$ cat src/source/board_defines.svh
// board glue widths, reset pulse lengths, debounce timeout
// and the fixed identification word
`ifndef BOARD_DEFINES_SVH
`define BOARD_DEFINES_SVH

// ====================================================================
// bus and port widths
// ====================================================================
`define BOARD_DATA_W          32      // wishbone data
`define BOARD_ADR_W           3       // wishbone word address
`define BOARD_KEY_W           4       // push keys, active low on the pins
`define BOARD_SW_W            10      // slide switches
`define BOARD_LED_W           10      // red leds
`define BOARD_STM_W           28      // trace event vector
`define BOARD_RST_REQ_W       3       // cold, warm, debug

// ====================================================================
// reset request pulse lengths, in clk cycles
// ====================================================================
`define BOARD_COLD_PULSE      6
`define BOARD_WARM_PULSE      2
`define BOARD_DEBUG_PULSE     32

// 1 ms at 50 MHz
`define BOARD_DEBOUNCE_CYCLES 50000

// readback at ADDR_ID
`define BOARD_ID              32'h6b1e_0a01

`endif
$ cat src/source/board_pkg.sv
// register map and pulse stretcher state types
`include "board_defines.svh"

package board_pkg;

  // ==================================================================
  // wishbone register word addresses
  // ==================================================================
  typedef enum logic [`BOARD_ADR_W-1:0] {
    ADDR_LED       = 0,  // r/w, low 10 bits
    ADDR_SWITCH    = 1,  // ro, synchronized switches
    ADDR_KEYS      = 2,  // ro, debounced keys, pressed is 1
    ADDR_RESET_REQ = 3,  // r/w, request levels
    ADDR_ID        = 4   // ro, fixed word
  } csr_addr_e;
  // 5..7 unmapped, read as zero

  // ==================================================================
  // reset pulse stretcher
  // ==================================================================
  typedef enum logic {
    PULSE_IDLE,     // output high, watching for a rising request
    PULSE_STRETCH   // output held low, new edges dropped
  } pulse_state_e;

endpackage

$ cat src/source/board_glue_top.sv
`timescale 1ns/100ps
// board glue top, key debounce, wishbone register bank,
// cold/warm/debug reset pulse generators and the trace event vector
`include "board_defines.svh"

module board_glue_top import board_pkg::*; #(
  parameter int debounce_cycles = `BOARD_DEBOUNCE_CYCLES
) (
  input  logic                     clk,           // board 50 MHz
  input  logic                     arst_n,
  input  logic [`BOARD_KEY_W-1:0]  key,           // active low
  input  logic [`BOARD_SW_W-1:0]   sw,
  input  logic                     wb_cyc,
  input  logic                     wb_stb,
  input  logic                     wb_we,
  input  csr_addr_e                wb_adr,
  input  logic [`BOARD_DATA_W-1:0] wb_dat_w,
  output logic                     wb_ack,
  output logic [`BOARD_DATA_W-1:0] wb_dat_r,
  output logic [`BOARD_LED_W-1:0]  led,
  output logic [`BOARD_STM_W-1:0]  stm_hw_events,
  output logic                     cold_reset_n,
  output logic                     warm_reset_n,
  output logic                     debug_reset_n
);

  localparam int pad_w = `BOARD_STM_W - `BOARD_SW_W - `BOARD_LED_W - `BOARD_KEY_W;

  logic [`BOARD_KEY_W-1:0]     keys_db;    // pressed is 1
  logic [`BOARD_SW_W-1:0]      sw_sync;
  logic [`BOARD_RST_REQ_W-1:0] rst_req;    // [0] cold, [1] warm, [2] debug

  // zero pad, switches, leds, keys
  assign stm_hw_events = {{pad_w{1'b0}}, sw_sync, led, keys_db};

  // ==================================================================
  // instances
  // ==================================================================
  key_debounce #(
    .width   (`BOARD_KEY_W),
    .timeout (debounce_cycles)
  ) key_debounce_inst (
    .clk     (clk),
    .arst_n  (arst_n),
    .key_n   (key),
    .keys_db (keys_db)
  );

  csr_bank csr_bank_inst (
    .clk      (clk),
    .arst_n   (arst_n),
    .wb_cyc   (wb_cyc),
    .wb_stb   (wb_stb),
    .wb_we    (wb_we),
    .wb_adr   (wb_adr),
    .wb_dat_w (wb_dat_w),
    .wb_ack   (wb_ack),
    .wb_dat_r (wb_dat_r),
    .sw       (sw),
    .keys_db  (keys_db),
    .led      (led),
    .sw_sync  (sw_sync),
    .rst_req  (rst_req)
  );

  reset_pulse_gen #(.pulse_ext(`BOARD_COLD_PULSE)) pulse_cold_inst (
    .clk (clk), .arst_n (arst_n), .req (rst_req[0]), .pulse_n (cold_reset_n)
  );

  reset_pulse_gen #(.pulse_ext(`BOARD_WARM_PULSE)) pulse_warm_inst (
    .clk (clk), .arst_n (arst_n), .req (rst_req[1]), .pulse_n (warm_reset_n)
  );

  reset_pulse_gen #(.pulse_ext(`BOARD_DEBUG_PULSE)) pulse_debug_inst (
    .clk (clk), .arst_n (arst_n), .req (rst_req[2]), .pulse_n (debug_reset_n)
  );

endmodule

$ cat src/source/csr_bank.sv
`timescale 1ns/100ps
// wishbone classic register bank, led and reset request registers,
// switch synchronizer and readback mux
`include "board_defines.svh"

module csr_bank import board_pkg::*; (
  input  logic                        clk,
  input  logic                        arst_n,
  // wishbone classic slave
  input  logic                        wb_cyc,
  input  logic                        wb_stb,
  input  logic                        wb_we,
  input  csr_addr_e                   wb_adr,
  input  logic [`BOARD_DATA_W-1:0]    wb_dat_w,
  output logic                        wb_ack,
  output logic [`BOARD_DATA_W-1:0]    wb_dat_r,
  // board side
  input  logic [`BOARD_SW_W-1:0]      sw,
  input  logic [`BOARD_KEY_W-1:0]     keys_db,
  output logic [`BOARD_LED_W-1:0]     led,
  output logic [`BOARD_SW_W-1:0]      sw_sync,
  output logic [`BOARD_RST_REQ_W-1:0] rst_req
);

  logic                     wb_req;     // new transfer this cycle
  logic                     wb_wr;
  logic [`BOARD_SW_W-1:0]   sw_meta;    // first switch sync stage
  logic [`BOARD_DATA_W-1:0] rd_data;

  // ==================================================================
  // bus decode
  // ==================================================================
  // ack high blocks a second hit while the host still holds stb
  assign wb_req = wb_cyc & wb_stb & ~wb_ack;
  assign wb_wr  = wb_req & wb_we;

  always_ff @(posedge clk or negedge arst_n) begin
    if (!arst_n) begin
      wb_ack <= 1'b0;
    end else begin
      wb_ack <= wb_req;                 // one cycle, never stalls
    end
  end

  // ==================================================================
  // writable registers
  // ==================================================================
  // write lands on the edge that raises ack
  always_ff @(posedge clk or negedge arst_n) begin
    if (!arst_n) begin
      led     <= '0;
      rst_req <= '0;
    end else if (wb_wr) begin
      case (wb_adr)
        ADDR_LED:       led     <= wb_dat_w[`BOARD_LED_W-1:0];
        ADDR_RESET_REQ: rst_req <= wb_dat_w[`BOARD_RST_REQ_W-1:0];
        default: ;                      // read-only or unmapped, dropped
      endcase
    end
  end

  // ==================================================================
  // switch synchronizer
  // ==================================================================
  always_ff @(posedge clk or negedge arst_n) begin
    if (!arst_n) begin
      sw_meta <= '0;
      sw_sync <= '0;
    end else begin
      sw_meta <= sw;
      sw_sync <= sw_meta;               // 2 cycles to readback and events
    end
  end

  // ==================================================================
  // readback
  // ==================================================================
  always_comb begin
    case (wb_adr)
      ADDR_LED:       rd_data = `BOARD_DATA_W'(led);
      ADDR_SWITCH:    rd_data = `BOARD_DATA_W'(sw_sync);
      ADDR_KEYS:      rd_data = `BOARD_DATA_W'(keys_db);
      ADDR_RESET_REQ: rd_data = `BOARD_DATA_W'(rst_req);
      ADDR_ID:        rd_data = `BOARD_ID;
      default:        rd_data = '0;     // 5..7
    endcase
  end

  // captured with the request, valid alongside ack
  always_ff @(posedge clk) begin
    if (wb_req) begin
      wb_dat_r <= rd_data;
    end
  end

  // ack only as the single-cycle answer to a fresh strobe
  a_ack_follows_req: assert property (@(posedge clk) disable iff (!arst_n)
    wb_ack |-> $past(wb_cyc && wb_stb && !wb_ack))
    else $error("wb_ack without a strobe in the previous cycle");

endmodule

$ cat src/source/reset_pulse_gen.sv
`timescale 1ns/100ps
// rising-edge detector and fixed-length pulse stretcher
// for one reset request, active-low output
`include "board_defines.svh"

module reset_pulse_gen import board_pkg::*; #(
  parameter int pulse_ext = `BOARD_COLD_PULSE
) (
  input  logic clk,
  input  logic arst_n,
  input  logic req,
  output logic pulse_n
);

  localparam int cnt_w = $clog2(pulse_ext + 1);

  pulse_state_e     state;
  logic             req_q;      // request one cycle back
  logic             req_rise;
  logic [cnt_w-1:0] remain;     // low cycles left after the current one

  assign req_rise = req & ~req_q;
  assign pulse_n  = (state == PULSE_IDLE);   // low for the whole stretch

  // ==================================================================
  // edge detect
  // ==================================================================
  always_ff @(posedge clk or negedge arst_n) begin
    if (!arst_n) begin
      req_q <= 1'b0;
    end else begin
      req_q <= req;
    end
  end

  // ==================================================================
  // stretcher FSM
  // ==================================================================
  always_ff @(posedge clk or negedge arst_n) begin
    if (!arst_n) begin
      state  <= PULSE_IDLE;
      remain <= '0;
    end else begin
      case (state)
        PULSE_IDLE: begin
          if (req_rise) begin
            state  <= PULSE_STRETCH;
            remain <= cnt_w'(pulse_ext - 1);
          end
        end
        PULSE_STRETCH: begin
          // edges in here are dropped, no retrigger
          if (remain == '0) begin
            state <= PULSE_IDLE;
          end else begin
            remain <= remain - 1'b1;
          end
        end
        default: state <= PULSE_IDLE;
      endcase
    end
  end

  // output comes back high within pulse_ext cycles of falling
  a_pulse_len: assert property (@(posedge clk) disable iff (!arst_n)
    $fell(pulse_n) |-> ##[1:pulse_ext] pulse_n)
    else $error("pulse_n held low longer than %0d cycles", pulse_ext);

endmodule

$ cat src/source/key_debounce.sv
`timescale 1ns/100ps
// key debouncer, two-flop synchronizer and a stability counter per key
// active-low keys in, active-high debounced levels out
`include "board_defines.svh"

module key_debounce #(
  parameter int width   = `BOARD_KEY_W,
  parameter int timeout = `BOARD_DEBOUNCE_CYCLES
) (
  input  logic             clk,
  input  logic             arst_n,
  input  logic [width-1:0] key_n,
  output logic [width-1:0] keys_db
);

  localparam int cnt_w = $clog2(timeout + 1);

  logic [width-1:0] key_meta;              // first sync stage, pin polarity
  logic [width-1:0] key_sync;              // second sync stage
  logic [cnt_w-1:0] stable_cnt [width];    // cycles since last change, saturates

  // ==================================================================
  // synchronizer
  // ==================================================================
  always_ff @(posedge clk or negedge arst_n) begin
    if (!arst_n) begin
      key_meta <= '1;                      // released
      key_sync <= '1;
    end else begin
      key_meta <= key_n;
      key_sync <= key_meta;
    end
  end

  // ==================================================================
  // stability counters
  // ==================================================================
  // key_meta is the next synchronized value, so a mismatch
  // means key_sync changes on this edge
  always_ff @(posedge clk or negedge arst_n) begin
    if (!arst_n) begin
      keys_db <= '0;
      for (int i = 0; i < width; i++) begin
        stable_cnt[i] <= '0;
      end
    end else begin
      for (int i = 0; i < width; i++) begin
        if (key_meta[i] != key_sync[i]) begin
          stable_cnt[i] <= '0;             // restart on any change
        end else if (stable_cnt[i] != cnt_w'(timeout)) begin
          stable_cnt[i] <= stable_cnt[i] + 1'b1;
          // counter reaches timeout on this edge, take the settled level
          if (stable_cnt[i] == cnt_w'(timeout - 1)) begin
            keys_db[i] <= ~key_sync[i];    // pressed is 1
          end
        end
      end
    end
  end

  // debounced level only moves together with a full count
  for (genvar g = 0; g < width; g++) begin : g_db_chk
    a_db_at_timeout: assert property (@(posedge clk) disable iff (!arst_n)
      $changed(keys_db[g]) |-> stable_cnt[g] == cnt_w'(timeout))
      else $error("keys_db[%0d] changed before its counter hit the timeout", g);
  end

endmodule

$ cat config.mk
export PLATFORM = sky130hd
export DESIGN_NAME = board_glue_top
export DESIGN_NICKNAME = d
export VERILOG_FILES = /design/src/source/board_pkg.sv /design/src/source/board_glue_top.sv /design/src/source/csr_bank.sv /design/src/source/reset_pulse_gen.sv /design/src/source/key_debounce.sv
export VERILOG_INCLUDE_DIRS = /design/src /design/src/source
export SDC_FILE = /design/constraint.sdc
export NUM_CORES = 1
export LEC_CHECK = 0
export BUFFER_PORTS_ARGS = -buffer_cell sky130_fd_sc_hd__buf_2
export CAP_MARGIN = 20
export CORE_MARGIN = 8
export CORE_UTILIZATION = 55
export CTS_CLUSTER_SIZE = 30
export DETAILED_ROUTE_END_ITERATION = 8
export PLACE_DENSITY = 0.8
export SLEW_MARGIN = 25
export SYNTH_ARGS = -nofsm -noshare
export SYNTH_HDL_FRONTEND = slang
export SYNTH_SLANG_ARGS = --single-unit
$ cat constraint.sdc
create_clock -name clk -period 3.7 [get_ports clk]
set_input_delay 0.555 -clock clk [delete_from_list [all_inputs] [get_ports clk]]
set_output_delay 0.555 -clock clk [all_outputs]
set_load 0.02 [all_outputs]
==> metrics.txt, run 1 <==
# TYPE chip_impl_metric gauge
chip_impl_metric{name="critPathBufInv",unit=""} 0
chip_impl_metric{name="finalSetupTns",unit="ps"} 0
chip_impl_metric{name="final_layout_size_suffix_gt1_frac",unit=""} 0.232
chip_impl_metric{name="synth-async-reset-ratio",unit=""} 0.920
chip_impl_metric{name="cts.reportedPaths.clkPinSlew",unit="ps"} 60
chip_impl_metric{name="grt_remaining_overflow",unit=""} 0
chip_impl_metric{name="place.detailed.hpwl",unit="um"} 9460
chip_impl_metric{name="arrival",unit="ps"} 2030
chip_impl_metric{name="dr.first_iter.drc_count",unit=""} 287
chip_impl_metric{name="max_slew_margin",unit=""} 0.327
chip_impl_metric{name="fp.dieH",unit="um"} 124
chip_impl_metric{name="ctsHtreeMaxLevel",unit=""} 4
chip_impl_metric{name="pin_count",unit=""} 128
chip_impl_metric{name="cts.path.max_buffers",unit=""} 2
chip_impl_metric{name="p_comb_frac",unit=""} 0.151
chip_impl_info{name="critical_path.startpoint_type",value="flop"} 1
chip_impl_metric{name="core.rowCount",unit=""} 39
chip_impl_metric{name="finalCriticalPeriod",unit="ps"} 1740
chip_impl_info{name="cts.root.buffer_cell",value="sky130_fd_sc_hd__clkbuf_16"} 1
chip_impl_info{name="worst_path_max_delay_cell",value="sky130_fd_sc_hd__nor4_1"} 1
chip_impl_metric{name="insertion_delay",unit="ps"} 410
chip_impl_info{name="rsz0062_at_grt",value="no"} 1
chip_impl_metric{name="worstPathMaxFanout",unit=""} 6
chip_impl_metric{name="power-per-cell-area",unit="nW/um2"} 554
chip_impl_metric{name="internal_power",unit="mW"} 3.01
chip_impl_metric{name="total_power",unit="mW"} 4.13
chip_impl_metric{name="fin_worst_skew",unit="ps"} 5.01
chip_impl_info{name="critical_path.reg2reg.startpoint",value="key_debounce_inst.stable_cnt[48]"} 1
chip_impl_metric{name="buffer_ports.inserted",unit=""} 89
chip_impl_metric{name="cts.hold.buffers_added",unit=""} 0
chip_impl_metric{name="avgViaCountPerCell",unit=""} 5.54
chip_impl_metric{name="synthesis.area_per_instance",unit="um2"} 10.9
chip_impl_metric{name="power_frac_seq",unit=""} 0.440
chip_impl_metric{name="drtAntennaViolNets",unit=""} 0
chip_impl_metric{name="die-area",unit="um2"} 15400
chip_impl_metric{name="grt_overall_usage",unit=""} 0.181
chip_impl_metric{name="power.ir.vdd_worst",unit="mV"} 0.558
chip_impl_metric{name="net_count_final",unit=""} 738
chip_impl_metric{name="switching_share",unit=""} 0.271
chip_impl_metric{name="max_stage_delay",unit="ps"} 430
chip_impl_info{name="synth_ff_type",value="sky130_fd_sc_hd__dfrtp_1"} 1
chip_impl_info{name="worstPathCellList",value="ha_1 > nand4_1 > nor4_1 > xnor2_1 > nor2_1"} 1
chip_impl_metric{name="via_count",unit=""} 4579
chip_impl_metric{name="postSynthRegisterBits",unit=""} 138
chip_impl_metric{name="maximum_number_of_pins_on_one_net_before_global_route_repair",unit=""} 59
chip_impl_metric{name="post_route_fraction_of_the_period_consumed_by_the_critical_path",unit=""} 0.469
chip_impl_metric{name="die_width",unit="um"} 124
chip_impl_metric{name="core_area",unit="um2"} 11400
chip_impl_metric{name="finalWeightedCongestion",unit=""} 0.852
chip_impl_metric{name="number_of_global_route_vias_before_repair",unit=""} 4563
chip_impl_metric{name="worstMarginPinSlew",unit="ps"} 1010
chip_impl_metric{name="cts.sinks",unit=""} 138
chip_impl_metric{name="synth-seq-area-share",unit=""} 0.548
chip_impl_info{name="holdCritPathClass",value="in2async"} 1
chip_impl_metric{name="maxCapViolCount",unit=""} 0
chip_impl_metric{name="report.final.hold_viol_count",unit=""} 0
chip_impl_metric{name="post_synth_inst_count",unit=""} 589
chip_impl_info{name="critPathTopFamily",value="simple AND/OR/NAND/NOR gates"} 1
chip_impl_info{name="tritoncts",value="done"} 1
chip_impl_metric{name="synth_enable_flop_cells",unit=""} 11
chip_impl_info{name="run_status",value="complete, no violations"} 1
chip_impl_metric{name="syn-cell-area",unit="um2"} 6420
chip_impl_metric{name="area_delta_synth_final",unit="%"} 16.2
chip_impl_info{name="setup.worst_path.end_class",value="flop"} 1
chip_impl_metric{name="timing.final.max_slew_violations",unit=""} 0
chip_impl_metric{name="initial_utilization",unit=""} 0.562
chip_impl_metric{name="number_of_detailed_route_iterations_in_the_first_pass",unit=""} 5
chip_impl_info{name="worstSetupPathType",value="reg2reg"} 1
chip_impl_metric{name="setup.reg_to_reg.worst_slack",unit="ps"} 1960
chip_impl_metric{name="cp_data_required_time",unit="ps"} 4000
chip_impl_info{name="timing.rr.end",value="key_debounce_inst.stable_cnt[62]"} 1
chip_impl_metric{name="total_switching_power",unit="mW"} 1.12
chip_impl_metric{name="worst-r2r-cell-count",unit=""} 5
chip_impl_metric{name="ys.warnings.count",unit=""} 0
chip_impl_metric{name="route.detailed.drc",unit=""} 0
chip_impl_metric{name="clockPowerShare",unit=""} 0.409
chip_impl_metric{name="tritoncts.num_buffers",unit=""} 17
chip_impl_metric{name="drt-wirelength-per-cell",unit="um"} 16.3
chip_impl_info{name="critical_path_launch_point",value="key_debounce_inst.stable_cnt[48]"} 1
chip_impl_metric{name="cts_setup_buffers",unit=""} 0
chip_impl_metric{name="number_of_antenna_violations_at_the_first_check_in_global_routing",unit=""} 0
chip_impl_metric{name="ys_types",unit=""} 53
chip_impl_metric{name="routed_wirelength",unit="um"} 13500
chip_impl_metric{name="max_freq",unit="MHz"} 576
chip_impl_metric{name="cts_repair_resize_count",unit=""} 0
chip_impl_metric{name="grt_first_pass_wirelength",unit="um"} 22000
chip_impl_metric{name="antenna-diode-count",unit=""} 0
chip_impl_metric{name="finish_stage_setup_viols",unit=""} 0
chip_impl_metric{name="power.leakage",unit="nW"} 3.35
[kinds of logic (layout without fill, tap and decap cells)]
| logic type | count (synthesis) | in the layout | synth area share |
|---|---|---|---|
| XOR/XNOR | 48 | 48 | 0.0655 |
| flip-flops | 138 | 138 | 0.548 |
| buffers and inverters | 82 | 162 | 0.0688 |
| multiplexers | 28 | 28 | 0.0503 |
| other | 1 | 16 | 0.000584 |
| adder cells (fa/ha/maj) | 13 | 13 | 0.0253 |
| AND/OR/NAND/NOR | 218 | 218 | 0.186 |
| AO/OA/AOI/OAI | 61 | 61 | 0.0561 |
[flip-flops by register name (all words and copies together), names as in the netlist, 2 cells and up]
name / cells
key_debounce_inst.stable_cnt: 64
pulse_cold_inst.remain: 3
csr_bank_inst.rst_req: 3
key_debounce_inst.key_meta: 4
pulse_debug_inst.remain: 6
csr_bank_inst.led: 10
key_debounce_inst.key_sync: 4
key_debounce_inst.keys_db: 4
csr_bank_inst.sw_sync: 10
pulse_warm_inst.remain: 2
csr_bank_inst.wb_dat_r: 11
csr_bank_inst.sw_meta: 10
[power groups by stage]
stage	logic [mW]	registers, mW	clock network, mW
floorplan	0.429	1.84	0
CTS	0.633	1.82	1.72
global placement	0.583	1.82	0
global route	0.697	1.84	1.80
finish	0.624	1.82	1.69
detailed placement	0.629	1.84	0
[routing by layer]
layer	track usage	routed length, um	vias up
li1	-	-	2171
met1	0.219	5460	2259
met2	0.303	6890	136
met3	0.0530	943	13
met4	0.0632	184	0
met5	0	0	-
[final cells by class]
class / instances / area (um2)
Inverter: 37 / 139
Clock inverter: 7 / 87.6
Sequential cell: 138 / 3520
Multi-Input combinational cell: 384 / 2530
Fill cell: 850 / 3960
Timing Repair Buffer: 93 / 490
Tap cell: 143 / 179
Clock buffer: 25 / 515
[worst max-delay path by stage]
| stage | to | depth (start not counted) |
|---|---|---|
| 2_1_floorplan | csr_bank_inst.wb_dat_r[1] | 3 |
| 3_5_place_dp | csr_bank_inst.led[4] | 4 |
| 5_1_grt | pulse_debug_inst.remain[3] | 6 |
| 3_3_place_gp | csr_bank_inst.led[6] | 4 |
| 4_1_cts | key_debounce_inst.stable_cnt[62] | 5 |
| 6_report | key_debounce_inst.stable_cnt[62] | 5 |
[synthesized netlist by cell type, types with 2 or more instances]
master,instances,share of area
sky130_fd_sc_hd__a21oi_1,20,0.016
sky130_fd_sc_hd__a2bb2oi_1,2,0.0027
sky130_fd_sc_hd__a31oi_1,2,0.0019
sky130_fd_sc_hd__and3_1,3,0.0029
sky130_fd_sc_hd__and4_1,3,0.0041
sky130_fd_sc_hd__and4b_1,7,0.011
sky130_fd_sc_hd__and4bb_2,2,0.0039
sky130_fd_sc_hd__buf_2,2,0.0016
sky130_fd_sc_hd__buf_4,35,0.041
sky130_fd_sc_hd__clkbuf_1,8,0.0047
sky130_fd_sc_hd__dfrtp_1,119,0.46
sky130_fd_sc_hd__dfstp_2,8,0.033
sky130_fd_sc_hd__edfxtp_1,11,0.051
sky130_fd_sc_hd__ha_1,13,0.025
sky130_fd_sc_hd__inv_1,37,0.022
sky130_fd_sc_hd__mux2_2,14,0.025
sky130_fd_sc_hd__mux2i_1,12,0.019
sky130_fd_sc_hd__mux4_2,2,0.0070
sky130_fd_sc_hd__nand2_1,24,0.014
sky130_fd_sc_hd__nand2b_1,6,0.0058
sky130_fd_sc_hd__nand3_1,18,0.014
sky130_fd_sc_hd__nand3_2,2,0.0031
sky130_fd_sc_hd__nand3b_1,4,0.0047
sky130_fd_sc_hd__nand4_1,20,0.019
sky130_fd_sc_hd__nor2_1,67,0.039
sky130_fd_sc_hd__nor2b_1,3,0.0029
sky130_fd_sc_hd__nor3_1,18,0.014
sky130_fd_sc_hd__nor3b_1,3,0.0035
sky130_fd_sc_hd__nor4_1,11,0.011
sky130_fd_sc_hd__nor4b_1,3,0.0041
sky130_fd_sc_hd__nor4bb_1,5,0.0078
sky130_fd_sc_hd__o21ai_0,25,0.019
sky130_fd_sc_hd__o41ai_1,2,0.0027
sky130_fd_sc_hd__or2_2,3,0.0029
sky130_fd_sc_hd__or3_1,10,0.0097
sky130_fd_sc_hd__or3_2,2,0.0023
sky130_fd_sc_hd__xnor2_1,33,0.045
sky130_fd_sc_hd__xor2_1,15,0.020
[layout by cell type (no fill, tap or decap), types with 20 or more instances in the layout]
cell type,synthesis,routed
sky130_fd_sc_hd__dfrtp_1,119,119
sky130_fd_sc_hd__buf_2,2,88
sky130_fd_sc_hd__nor2_1,67,67
sky130_fd_sc_hd__inv_1,37,37
sky130_fd_sc_hd__xnor2_1,33,33
sky130_fd_sc_hd__o21ai_0,25,25
sky130_fd_sc_hd__nand2_1,24,24
sky130_fd_sc_hd__nand4_1,20,20
sky130_fd_sc_hd__a21oi_1,20,20
[through the flow]
step	util	cell area, um2	hold WS [ps]	instances	setup slack, ps
final	0.654	7460	62.0	827	1960
after detailed placement	0.601	6860	336	795	1640
after CTS	0.654	7460	64.8	827	1950
after global routing	0.654	7460	72.1	827	1770
after floorplan	-	6480	259	604	1960
after global placement	0.599	6840	333	795	1680
No activity file was read; power rests on OpenSTA's default activity.
==> inputs of run 2 (changes only) <==
- clock period: 3.7 -> 1.7 ns (I/O delays scaled with it)
==> metrics.txt, run 2 (synthesis gave the netlist of run 1 again) <==
# TYPE chip_impl_metric gauge
chip_impl_info{name="most_frequent_standard_cell_in_the_layout_excluding_fill_and_tap_cells",value="sky130_fd_sc_hd__dfrtp_1"} 1
chip_impl_metric{name="number_of_antenna_violations_at_the_first_check_in_global_routing",unit=""} 0
chip_impl_metric{name="max_stage_delay",unit="ps"} 520
chip_impl_info{name="leading_cell_types_in_the_layout_fill_and_taps_excluded",value="sky130_fd_sc_hd__dfrtp_1, sky130_fd_sc_hd__buf_2, sky130_fd_sc_hd__nor2_1, sky130_fd_sc_hd__inv_1, sky130_fd_sc_hd__xnor2_1"} 1
chip_impl_metric{name="initial_utilization",unit=""} 0.562
chip_impl_metric{name="ctsHtreeMaxLevel",unit=""} 4
chip_impl_metric{name="grt_overall_usage",unit=""} 0.186
chip_impl_metric{name="cts.path.max_buffers",unit=""} 2
chip_impl_metric{name="clockPowerShare",unit=""} 0.405
chip_impl_info{name="setup.worst_path.end_class",value="flop"} 1
chip_impl_metric{name="finalSetupTns",unit="ps"} 0
chip_impl_info{name="cts.root.buffer_cell",value="sky130_fd_sc_hd__clkbuf_16"} 1
chip_impl_metric{name="area_delta_synth_final",unit="%"} 21.0
chip_impl_info{name="holdCritPathClass",value="in2reg"} 1
chip_impl_metric{name="core_area",unit="um2"} 11400
chip_impl_info{name="run_status",value="complete, no violations"} 1
chip_impl_info{name="rsz0062_at_grt",value="no"} 1
chip_impl_metric{name="largest_register_ffs",unit=""} 64
chip_impl_info{name="worst_path_max_delay_cell",value="sky130_fd_sc_hd__or3_2"} 1
chip_impl_metric{name="power.ir.vdd_worst",unit="mV"} 1.19
chip_impl_metric{name="route.detailed.drc",unit=""} 0
chip_impl_metric{name="via_count",unit=""} 4716
chip_impl_metric{name="routed_wirelength",unit="um"} 13900
chip_impl_metric{name="antenna-diode-count",unit=""} 0
chip_impl_info{name="worstPathCellList",value="ha_1 > nand4_1 > or3_2 > a21oi_1"} 1
chip_impl_metric{name="drt-wirelength-per-cell",unit="um"} 16.1
chip_impl_metric{name="switching_share",unit=""} 0.275
chip_impl_metric{name="internal_power",unit="mW"} 6.56
chip_impl_metric{name="cts.reportedPaths.clkPinSlew",unit="ps"} 60
chip_impl_metric{name="grt_remaining_overflow",unit=""} 0
chip_impl_metric{name="dr.first_iter.drc_count",unit=""} 416
chip_impl_metric{name="power-per-cell-area",unit="nW/um2"} 1170
chip_impl_info{name="critical_path.startpoint_type",value="flop"} 1
chip_impl_metric{name="finalWeightedCongestion",unit=""} 0.822
chip_impl_metric{name="buffer_ports.inserted",unit=""} 89
chip_impl_metric{name="timing.hold.ws",unit="ps"} 61.2
chip_impl_metric{name="timing.final.max_slew_violations",unit=""} 0
chip_impl_metric{name="fin_worst_skew",unit="ps"} 12.3
chip_impl_metric{name="drtAntennaViolNets",unit=""} 0
chip_impl_metric{name="worstPathMaxFanout",unit=""} 6
chip_impl_info{name="biggest_regs",value="key_debounce_inst.stable_cnt x64, csr_bank_inst.wb_dat_r x11"} 1
chip_impl_metric{name="grt_first_pass_wirelength",unit="um"} 22300
chip_impl_metric{name="maxCapViolCount",unit=""} 0
chip_impl_metric{name="die-area",unit="um2"} 15400
chip_impl_metric{name="finish_stage_setup_viols",unit=""} 0
chip_impl_metric{name="tritoncts.num_buffers",unit=""} 17
chip_impl_metric{name="fp.dieH",unit="um"} 124
chip_impl_metric{name="report.final.hold_viol_count",unit=""} 0
chip_impl_info{name="top_register",value="key_debounce_inst.stable_cnt"} 1
chip_impl_info{name="critPathTopFamily",value="simple AND/OR/NAND/NOR gates"} 1
chip_impl_metric{name="final_layout_size_suffix_gt1_frac",unit=""} 0.245
chip_impl_metric{name="power.leakage",unit="nW"} 3.49
chip_impl_metric{name="arrival",unit="ps"} 1960
chip_impl_metric{name="avgViaCountPerCell",unit=""} 5.48
chip_impl_metric{name="cp_data_required_time",unit="ps"} 2050
chip_impl_metric{name="maximum_number_of_pins_on_one_net_before_global_route_repair",unit=""} 38
chip_impl_metric{name="pin_count",unit=""} 128
chip_impl_metric{name="place.detailed.hpwl",unit="um"} 9850
chip_impl_metric{name="insertion_delay",unit="ps"} 420
chip_impl_metric{name="core.rowCount",unit=""} 39
chip_impl_metric{name="max_freq",unit="MHz"} 620
chip_impl_info{name="tritoncts",value="done"} 1
chip_impl_metric{name="power_frac_seq",unit=""} 0.436
chip_impl_metric{name="setup.reg_to_reg.worst_slack",unit="ps"} 90
chip_impl_metric{name="net_count_final",unit=""} 771
chip_impl_metric{name="total_power",unit="mW"} 9.05
chip_impl_metric{name="number_of_global_route_vias_before_repair",unit=""} 4624
chip_impl_metric{name="critPathBufInv",unit=""} 0
chip_impl_metric{name="p_comb_frac",unit=""} 0.159
chip_impl_metric{name="total_switching_power",unit="mW"} 2.49
chip_impl_metric{name="post_route_fraction_of_the_period_consumed_by_the_critical_path",unit=""} 0.948
chip_impl_metric{name="finalCriticalPeriod",unit="ps"} 1610
chip_impl_metric{name="cts.sinks",unit=""} 138
chip_impl_info{name="worstSetupPathType",value="reg2reg"} 1
chip_impl_metric{name="die_width",unit="um"} 124
chip_impl_metric{name="number_of_detailed_route_iterations_in_the_first_pass",unit=""} 4
run 2: layout make-up:
class	instances	area, um2
Clock inverter	14	153
Inverter	37	139
Clock buffer	18	439
Timing Repair Buffer	126	801
Multi-Input combinational cell	384	2540
Sequential cell	138	3520
Tap cell	143	179
Fill cell	810	3650
run 2: stage by stage:
| stage | util | std cells | area (um2) | setup WS (ps) |
|---|---|---|---|---|
| detailed placement | 0.613 | 813 | 7000 | 44.3 |
| finish | 0.680 | 860 | 7770 | 87.9 |
| floorplan | - | 604 | 6480 | 205 |
| global placement | 0.613 | 813 | 7000 | 102 |
| CTS | 0.678 | 860 | 7750 | 51.6 |
| global route | 0.680 | 860 | 7770 | 1.80 |
run 2: worst paths after layout:
check | startpoint | to | cells past startpoint
min | wb_dat_w[5] | csr_bank_inst.led[5] | 2
max in group asynchronous | arst_n | key_debounce_inst.key_meta[0] | 3
min reg2reg | csr_bank_inst.sw_meta[7] | csr_bank_inst.sw_sync[7] | 0
max | key_debounce_inst.stable_cnt[48] | key_debounce_inst.stable_cnt[56] | 4
min in group asynchronous | arst_n | key_debounce_inst.stable_cnt[45] | 2
max reg2reg | key_debounce_inst.stable_cnt[48] | key_debounce_inst.stable_cnt[56] | 4
run 2: layer usage:
metal / global-route usage / wire [um]
met5: 0 / 0
met4: 0.0840 / 273
met3: 0.0508 / 827
met2: 0.299 / 6910
met1: 0.230 / 5880
run 2: power groups by stage:
| stage | combinational (mW) | clock [mW] | sequential (mW) |
|---|---|---|---|
| after floorplan | 0.934 | 0 | 4.01 |
| after global placement | 1.33 | 0 | 3.96 |
| after detailed placement | 1.41 | 0 | 4.00 |
| after CTS | 1.45 | 3.73 | 3.94 |
| after global routing | 1.59 | 3.87 | 4.00 |
| final | 1.44 | 3.66 | 3.95 |
run 2: timing repair:
| action | 4_1_cts | 5_1_grt |
|---|---|---|
| setup buffers | 0 | 0 |
| endpoints found under the setup margin | 0 | 8 |
| hold buffers | 15 | 0 |
| endpoints found under the hold margin | 40 | 0 |
| gates resized for setup | 0 | 6 |
